**config.mk**
```make
export PLATFORM = sky130hd
export DESIGN_NAME = dtim
export DESIGN_NICKNAME = d
export VERILOG_FILES = /design/src/design/dtim_pkg.sv /design/src/design/dtim_bank_if.sv /design/src/design/dtim_front_if.sv /design/src/design/dtim.sv /design/src/design/dtim_ctrl.sv /design/src/design/dtim_front.sv /design/src/design/dtim_bank_array.sv /design/src/design/dtim_ram.sv
export VERILOG_INCLUDE_DIRS = /design/src /design/src/include
export SDC_FILE = /design/constraint.sdc
export NUM_CORES = 2
export LEC_CHECK = 0
export ABC_AREA = 0
export BUFFER_PORTS_ARGS = -buffer_cell sky130_fd_sc_hd__buf_2
export CORE_MARGIN = 2
export CORE_UTILIZATION = 45
export CTS_BUF_LIST = sky130_fd_sc_hd__clkbuf_4 sky130_fd_sc_hd__clkbuf_8 sky130_fd_sc_hd__clkbuf_16
export CTS_CLUSTER_DIAMETER = 50
export CTS_CLUSTER_SIZE = 20
export DETAILED_ROUTE_END_ITERATION = 8
export SLEW_MARGIN = 10
export SYNTH_ARGS = -nofsm -noshare
export SYNTH_HDL_FRONTEND = slang
export SYNTH_SLANG_ARGS = --single-unit
```
**constraint.sdc**
```tcl
create_clock -name clock -period 7.3 [get_ports clock]
set_clock_uncertainty 0.05 [all_clocks]
set_input_delay 1.095 -clock clock [delete_from_list [all_inputs] [get_ports clock]]
set_output_delay 1.095 -clock clock [all_outputs]
set_load 0.01 [all_outputs]
```
**src/include/dtim_macros.svh**
```systemverilog
`ifndef DTIM_MACROS_SVH
`define DTIM_MACROS_SVH

// ====================
// Geometry
// ====================
`define DTIM_SETS 16 // Entries per bank.
`define DTIM_WAYS 4 // Banks.
`define DTIM_SET_BITS $clog2(`DTIM_SETS)
`define DTIM_WAY_BITS $clog2(`DTIM_WAYS)
`define DTIM_TAG_BITS (32 - `DTIM_SET_BITS - `DTIM_WAY_BITS - 2)

// ====================
// Address window
// ====================
// 1024 words, so slots alias.
`define DTIM_BASE_ADDR 32'h0000_1000
`define DTIM_TOP_ADDR 32'h0000_2000 // First byte past the window.

`endif
```
**src/design/dtim_pkg.sv**
```systemverilog
`include "dtim_macros.svh"

package dtim_pkg;

  // Word address split into slot coordinates.
  typedef struct packed {
    logic [`DTIM_TAG_BITS-1:0] tag;
    logic [`DTIM_SET_BITS-1:0] set;
    logic [`DTIM_WAY_BITS-1:0] way;
    logic [1:0] offset; // Byte within the word.
  } dtim_addr_fields_t;

  typedef union packed {
    logic [31:0] word;
    dtim_addr_fields_t fields;
  } dtim_addr_u;

  // All zero means free.
  typedef struct packed {
    logic lock;
    logic dirty;
    logic [`DTIM_TAG_BITS-1:0] tag;
    logic [31:0] data;
  } dtim_entry_t;

  typedef enum logic [1:0] {
    state_hit,
    state_miss,
    state_direct,
    state_fence
  } dtim_state_e;

endpackage

```
**src/design/dtim_bank_if.sv**
```systemverilog
`timescale 1ns/1ps
`include "dtim_macros.svh"

interface dtim_bank_if import dtim_pkg::*; ();

  // Read side.
  logic [`DTIM_SET_BITS-1:0] raddr;
  logic [`DTIM_WAY_BITS-1:0] rway;
  dtim_entry_t rentry;

  // Write side.
  logic wen;
  logic [`DTIM_SET_BITS-1:0] waddr;
  logic [`DTIM_WAY_BITS-1:0] wway;
  dtim_entry_t wentry;
  logic clear; // Zeroes set waddr in all banks.

  modport ctrl (
    output raddr, rway, wen, waddr, wway, wentry, clear,
    input rentry
  );

  modport banks (
    input raddr, rway, wen, waddr, wway, wentry, clear,
    output rentry
  );

endinterface

```
**src/design/dtim_front_if.sv**
```systemverilog
`timescale 1ns/1ps
`include "dtim_macros.svh"

interface dtim_front_if import dtim_pkg::*; ();

  logic enable; // One cycle per captured request.
  logic fence;
  logic wren;
  dtim_addr_u addr;
  logic [31:0] data;
  logic [3:0] strb;

  // Slot of the request arriving this cycle.
  logic [`DTIM_SET_BITS-1:0] next_set;
  logic [`DTIM_WAY_BITS-1:0] next_way;

  modport front (
    output enable, fence, wren, addr, data, strb,
    output next_set, next_way
  );

  modport ctrl (
    input enable, fence, wren, addr, data, strb,
    input next_set, next_way
  );

endinterface

```
**src/design/dtim.sv**
```systemverilog
`timescale 1ns/1ps

module dtim (
  input logic clock,
  input logic reset,
  // Core side.
  input logic mem_valid,
  input logic mem_fence,
  input logic [31:0] mem_addr,
  input logic [31:0] mem_wdata,
  input logic [3:0] mem_wstrb,
  output logic [31:0] mem_rdata,
  output logic mem_ready,
  // Backing memory side.
  output logic dmem_valid,
  output logic [31:0] dmem_addr,
  output logic [31:0] dmem_wdata,
  output logic [3:0] dmem_wstrb,
  input logic [31:0] dmem_rdata,
  input logic dmem_ready
);

  dtim_front_if front_if ();
  dtim_bank_if bank_if ();

  dtim_front front_i (
    .clock (clock),
    .reset (reset),
    .mem_valid (mem_valid),
    .mem_fence (mem_fence),
    .mem_addr (mem_addr),
    .mem_wdata (mem_wdata),
    .mem_wstrb (mem_wstrb),
    .front (front_if.front)
  );

  dtim_ctrl ctrl_i (
    .clock (clock),
    .reset (reset),
    .front (front_if.ctrl),
    .bank (bank_if.ctrl),
    .mem_rdata (mem_rdata),
    .mem_ready (mem_ready),
    .dmem_valid (dmem_valid),
    .dmem_addr (dmem_addr),
    .dmem_wdata (dmem_wdata),
    .dmem_wstrb (dmem_wstrb),
    .dmem_rdata (dmem_rdata),
    .dmem_ready (dmem_ready)
  );

  dtim_bank_array banks_i (
    .clock (clock),
    .bank (bank_if.banks)
  );

endmodule

```
**src/design/dtim_ctrl.sv**
```systemverilog
`timescale 1ns/1ps
`include "dtim_macros.svh"

module dtim_ctrl import dtim_pkg::*; (
  input logic clock,
  input logic reset,
  dtim_front_if.ctrl front,
  dtim_bank_if.ctrl bank,
  output logic [31:0] mem_rdata,
  output logic mem_ready,
  output logic dmem_valid,
  output logic [31:0] dmem_addr,
  output logic [31:0] dmem_wdata,
  output logic [3:0] dmem_wstrb,
  input logic [31:0] dmem_rdata,
  input logic dmem_ready
);

  dtim_state_e state_q, state_d;
  logic [`DTIM_SET_BITS-1:0] set_q, set_d; // Fence walk position.
  logic [`DTIM_WAY_BITS-1:0] way_q, way_d;
  logic clear_q, clear_d;

  // Saved request for miss and direct.
  dtim_addr_u addr_q;
  logic [31:0] data_q;
  logic [3:0] strb_q;

  logic in_window;
  logic tag_match;
  logic go_miss;
  logic go_direct;
  logic launch;
  dtim_addr_u launch_addr;
  logic wb_needed;
  logic advance;
  logic [31:0] wb_addr;

  function automatic logic [31:0] merge_bytes(input logic [31:0] old_word,
                                              input logic [31:0] new_word,
                                              input logic [3:0] strb);
    logic [31:0] result;
    result = old_word;
    for (int b = 0; b < 4; b++) begin
      if (strb[b]) begin
        result[8*b +: 8] = new_word[8*b +: 8];
      end
    end
    return result;
  endfunction

  // ====================
  // Classification
  // ====================
  assign in_window = (front.addr.word >= `DTIM_BASE_ADDR) &&
                     (front.addr.word < `DTIM_TOP_ADDR);
  assign tag_match = bank.rentry.tag == front.addr.fields.tag;
  assign go_miss = in_window && !bank.rentry.lock;
  assign go_direct = !in_window || (bank.rentry.lock && !tag_match);
  assign launch = (state_q == state_hit) && front.enable && !front.fence &&
                  (go_miss || go_direct);
  assign launch_addr = {front.addr.word[31:2], 2'b00};

  // Fence write-back of the slot on rentry.
  assign wb_needed = bank.rentry.lock && bank.rentry.dirty;
  assign advance = !wb_needed || dmem_ready;
  assign wb_addr = {bank.rentry.tag, set_q, way_q, 2'b00};

  always_comb begin
    state_d = state_q;
    set_d = set_q;
    way_d = way_q;
    clear_d = 1'b0;
    mem_ready = 1'b0;
    mem_rdata = '0;
    bank.raddr = front.next_set;
    bank.rway = front.next_way;
    bank.wen = 1'b0;
    bank.waddr = front.addr.fields.set;
    bank.wway = front.addr.fields.way;
    bank.wentry = '0;
    case (state_q)
      state_hit: begin
        if (front.enable) begin
          if (front.fence) begin
            state_d = state_fence;
            set_d = '0;
            way_d = '0;
          end else if (go_miss) begin
            state_d = state_miss;
          end else if (go_direct) begin
            state_d = state_direct;
          end else begin
            mem_ready = 1'b1;
            mem_rdata = front.wren ? '0 : bank.rentry.data; // Stores return zero.
            bank.wen = front.wren;
            bank.wentry = '{lock: 1'b1, dirty: 1'b1, tag: front.addr.fields.tag,
                            data: merge_bytes(bank.rentry.data, front.data, front.strb)};
          end
        end
      end
      state_miss: begin
        if (dmem_ready) begin
          state_d = state_hit;
          mem_ready = 1'b1;
          mem_rdata = dmem_rdata;
          bank.wen = |strb_q; // Only stores allocate.
          bank.waddr = addr_q.fields.set;
          bank.wway = addr_q.fields.way;
          bank.wentry = '{lock: 1'b1, dirty: 1'b1, tag: addr_q.fields.tag,
                          data: merge_bytes(dmem_rdata, data_q, strb_q)};
        end
      end
      state_direct: begin
        if (dmem_ready) begin
          state_d = state_hit;
          mem_ready = 1'b1;
          mem_rdata = dmem_rdata;
        end
      end
      state_fence: begin
        if (advance) begin
          way_d = way_q + 1'b1;
          if (&way_q) begin
            set_d = set_q + 1'b1;
            clear_d = 1'b1;
            if (&set_q) begin
              state_d = state_hit;
              mem_ready = 1'b1;
            end
          end
        end
      end
    endcase
    // Walk reads the next slot, or holds it while stalled.
    if (state_d == state_fence) begin
      bank.raddr = set_d;
      bank.rway = way_d;
    end
    if (clear_q) begin
      bank.waddr = set_q - 1'b1; // Set just finished.
    end
  end

  assign bank.clear = clear_q;

  // ====================
  // Backing port
  // ====================
  always_comb begin
    dmem_valid = 1'b1;
    dmem_addr = addr_q.word;
    dmem_wdata = (|strb_q) ? data_q : '0;
    dmem_wstrb = strb_q;
    case (state_q)
      state_hit: begin
        dmem_valid = launch;
        dmem_addr = launch_addr.word;
        dmem_wdata = (go_miss || !front.wren) ? '0 : front.data;
        dmem_wstrb = go_miss ? '0 : front.strb;
      end
      state_miss: begin
        dmem_wdata = '0; // Miss fetch is a read.
        dmem_wstrb = '0;
      end
      state_fence: begin
        dmem_valid = wb_needed;
        dmem_addr = wb_addr;
        dmem_wdata = bank.rentry.data;
        dmem_wstrb = 4'hf;
      end
      default: begin
      end
    endcase
  end

  always_ff @(posedge clock) begin
    if (!reset) begin
      state_q <= state_hit;
      set_q <= '0;
      way_q <= '0;
      clear_q <= 1'b0;
    end else begin
      state_q <= state_d;
      set_q <= set_d;
      way_q <= way_d;
      clear_q <= clear_d;
    end
  end

  always_ff @(posedge clock) begin
    if (launch) begin
      addr_q <= launch_addr;
      data_q <= front.data;
      strb_q <= front.strb;
    end
  end

endmodule

```
**src/design/dtim_front.sv**
```systemverilog
`timescale 1ns/1ps

module dtim_front import dtim_pkg::*; (
  input logic clock,
  input logic reset,
  input logic mem_valid,
  input logic mem_fence,
  input logic [31:0] mem_addr,
  input logic [31:0] mem_wdata,
  input logic [3:0] mem_wstrb,
  dtim_front_if.front front
);

  dtim_addr_u next_addr;

  logic enable_q;
  logic fence_q;
  logic wren_q;
  dtim_addr_u addr_q;
  logic [31:0] data_q;
  logic [3:0] strb_q;

  // Request capture.
  always_ff @(posedge clock) begin
    if (!reset) begin
      enable_q <= 1'b0;
      fence_q <= 1'b0;
      wren_q <= 1'b0;
      addr_q <= '0;
      data_q <= '0;
      strb_q <= '0;
    end else begin
      enable_q <= mem_valid; // High for one cycle.
      if (mem_valid) begin
        fence_q <= mem_fence;
        wren_q <= |mem_wstrb;
        addr_q <= mem_addr;
        data_q <= mem_wdata;
        strb_q <= mem_wstrb;
      end
    end
  end

  // Bank read starts while the request is being captured.
  assign next_addr = mem_addr;
  assign front.next_set = next_addr.fields.set;
  assign front.next_way = next_addr.fields.way;

  assign front.enable = enable_q;
  assign front.fence = fence_q;
  assign front.wren = wren_q;
  assign front.addr = addr_q;
  assign front.data = data_q;
  assign front.strb = strb_q;

endmodule

```
**src/design/dtim_bank_array.sv**
```systemverilog
`timescale 1ns/1ps
`include "dtim_macros.svh"

module dtim_bank_array import dtim_pkg::*; (
  input logic clock,
  dtim_bank_if.banks bank
);

  dtim_entry_t rentry_bank [`DTIM_WAYS];
  dtim_entry_t wentry_w;
  logic [`DTIM_WAY_BITS-1:0] rway_q;

  // Clear overrides any normal write.
  assign wentry_w = bank.clear ? '0 : bank.wentry;

  // Way select lines up with the registered read address.
  always_ff @(posedge clock) begin
    rway_q <= bank.rway;
  end

  for (genvar i = 0; i < `DTIM_WAYS; i++) begin : g_bank
    logic wen_i;

    assign wen_i = bank.clear || (bank.wen && (bank.wway == i));

    dtim_ram ram_i (
      .clock (clock),
      .waddr (bank.waddr),
      .wen (wen_i),
      .wentry (wentry_w),
      .raddr (bank.raddr), // Same set in all banks.
      .rentry (rentry_bank[i])
    );
  end

  assign bank.rentry = rentry_bank[rway_q];

endmodule

```
**src/design/dtim_ram.sv**
```systemverilog
`timescale 1ns/1ps
`include "dtim_macros.svh"

module dtim_ram import dtim_pkg::*; (
  input logic clock,
  input logic [`DTIM_SET_BITS-1:0] waddr,
  input logic wen,
  input dtim_entry_t wentry,
  input logic [`DTIM_SET_BITS-1:0] raddr,
  output dtim_entry_t rentry
);

  dtim_entry_t mem_array [`DTIM_SETS] = '{default: '0};

  logic [`DTIM_SET_BITS-1:0] raddr_q;

  always_ff @(posedge clock) begin
    if (wen) begin
      mem_array[waddr] <= wentry;
    end
    raddr_q <= raddr;
  end

  // Data follows raddr by one cycle.
  assign rentry = mem_array[raddr_q];

endmodule

```
==> metrics <==
wirelength, routed=464000 microns; clk sinks=3798; DRC errors left=0; GRT overflow=0; Seq/Total Area, Yosys=75.9%; Row Count=211; fmax=0.139 GHz; Die Width=580 microns; Mapped Area=149000 sq um; largest net degree at the start of global routing=145; final-report hold violation count=0; CTS Buf Count=392; FFs w/ async S/R, synth=0%; most area-hungry cell type in the Yosys netlist=edfxtp_1; number of synthesized flops with an enable pin=3714; share of cells above drive strength 1=30.5%; Final setup viols=0; FILL cells=25400; WP data required=6150 ps; Ys Warns=0; Skew-Pair Late Insertion Delay=980 ps; Worst Tran Pin Value=1180 ps; clock buffer depth=4; normalized max-slew margin=20.2%; worst hold-check path type=in -> reg; antenna violations before repair=21; IO Port Bufs=202; fin crit period=7190 ps; cell leakage power=56.1 nW; Register Area=113000 sq um; outcome=complete, no violations; Starting Density=45.2%; post-synthesis average cell area=21.0 sq um; top cell type's share of synthesized area=74.8%; GP Congestion=0.849; area occupied by multi-input gates=34900 sq um; Post-Syn Instances=7105; Iter 0 DRT Violations=11900; top-count cell post-synth=edfxtp_1; Synth cell types=82; Clk Tree Root Cell=clkbuf_16; Clock Pin Slew Worst Setup and Hold Paths=60 ps; first-pass GRT wire length=635000 microns; Main synth FF type=edfxtp_1; Die ar.=336000 sq um; top cells by count, synth=edfxtp_1 (3714), mux4_2 (880), mux2i_1 (484); antenna-violating nets left=0; die height=580 microns; Core Region=330000 sq um; CP Capture Type=output port; fin util=52.7%; crit share post-route=98.5%; Synth Register Bits=3798; Global Route Usage Sum=27.2%; maximum VDD drop=0.292 mV; worst slack at placement=232 ps; setup ws final=110 ps; HPWL after DPL=260000 microns; vias in the first global route=77500; dpl cell area=160000 sq um; Nets=7818; CTS tree=done; Top-Level Pins=207; Setup TNS=0 ps; Routed WL per cell=37.3 microns; crit path max fanout=35; final slew viol count=0; crit start category=register; area growth from synthesis to layout=16.5%; Finished Cell Area=174000 sq um; endpoint arrival time on the critical path=6040 ps; via/cell ratio=6.39; Max-Cap Viols=0; Pre-antenna DRT Iters=6; routed via count=79400; critical path type=reg -> out; Power Density=300 nW/um^2; Pwr Total=0.0522 W; H-Tree Depth=5; Synth area leaders=edfxtp_1 (75%), mux4_2 (13%), mux2i_1 (3.2%), dfxtp_1 (1.1%), a22oi_1 (0.84%)
-- cells in the final DEF (no fill, tap or decap), types with 57 or more instances in the layout --
cell and n:
o21ai_0 105, nor2_1 64, inv_8 57, a21oi_1 98
edfxtp_1 3714, buf_4 268, dfxtp_1 78, nor2b_4 67
a22oi_1 166, mux2_2 60, mux4_2 880, inv_6 62
buf_12 153, nor2b_1 89, clkbuf_16 394, nand2_1 315
mux2i_1 484, nand3_1 90, buf_2 200
-- stage by stage --
step / cells / hold WS, ps
after floorplan: 7106 / 396
after global placement: 11700 / 418
after detailed placement: 11700 / 428
after CTS: 12400 / 266
after global routing: 12400 / 325
final: 12400 / 328
-- final timing paths --
path | from | endpoint | slack [ps] | cells after the start
setup / recovery | banks_i.rway_q[0] | dmem_wdata[10] | 110 | 12
hold / removal | mem_wdata[10] | front_i.front.data[10] | 330 | 3
setup reg to reg | register | banks_i.g_bank[0].ram_i.mem_array[9][4] | 1110 | 16
hold reg to reg | front_i.front.data[25] | ctrl_i.data_q[25] | 400 | 0
-- layout make-up --
class	count	share of cell area (%)
antenna	22	0.0317
clock buffer	416	5.79
tap	4366	3.14
multi-input combinational	2864	20.1
timing repair buffer	626	3.54
clock inverter	319	2.18
inverter	23	0.0526
sequential	3798	65.2
-- power breakdown --
group	internal [W]	switching [W]	leakage, nW
clock	0.0115	0.00965	6.72
sequential	0.0240	0.000144	34.7
combinational	0.00261	0.00433	14.7
-- cell families (layout without fill, tap and decap cells) --
| kind of cell | count (synthesis) | in the layout | share of synthesized area (%) |
|---|---|---|---|
| DFF | 3798 | 3798 | 75.9 |
| muxes | 1424 | 1424 | 17.0 |
| and+or+nand+nor | 792 | 793 | 2.60 |
| AOI/OAI and AO/OA | 622 | 622 | 2.88 |
| buffers and inverters | 445 | 1384 | 1.44 |
| xor gates and xnor gates | 15 | 15 | 0.0881 |
| adders and majority gates | 8 | 8 | 0.0671 |
| other | 1 | 24 | 0.00251 |
-- per-layer routing --
metal,up-vias,GRT usage [%],part of all wire [%]
li1,31100,-,-
met1,42900,37.4,38
met2,4665,43.8,48
met3,812,3.94,9.3
met4,8,11.5,4.7
met5,-,0,0.0099
-- registers in the layout, indices dropped and copies added (netlist names), named ones only --
| register | cells |
|---|---|
| banks_i.g_bank.ram_i.mem_array | 3648 |
| ctrl_i.data_q | 32 |
| front_i.front.data | 32 |
| ctrl_i.addr_q | 30 |
| front_i.front.addr | 30 |
| ctrl_i.set_q | 4 |
| ctrl_i.strb_q | 4 |
| front_i.front.strb | 4 |
| banks_i.rway_q | 2 |
| ctrl_i.state_q | 2 |
| ctrl_i.way_q | 2 |
| ctrl_i.bank.clear | 1 |
| front_i.front.enable | 1 |
| front_i.front.fence | 1 |
| front_i.front.wren | 1 |
-- repair_timing --
| action | in CTS | in global routing |
|---|---|---|
| setup buffers | 7 | 3 |
| setup endpoints to repair | 51 | 30 |
| pin swaps | 0 | 2 |
| hold buffers | 0 | 0 |
| gates resized for setup | 11 | 5 |
| cloned | 0 | 1 |
-- worst max-delay path, cell delays in order (launching register included) --
cell       delay [ps]
dfxtp_4           640
buf_12            380
buf_4             650
mux4_2            340
a211oi_1          110
nor3_1            410
o32ai_1           280
nor2_2            390
and2_2            630
buf_12            260
a2bb2oi_1          90
o21ai_1           510
buf_2             300
Power figures use the tool's default switching activity.
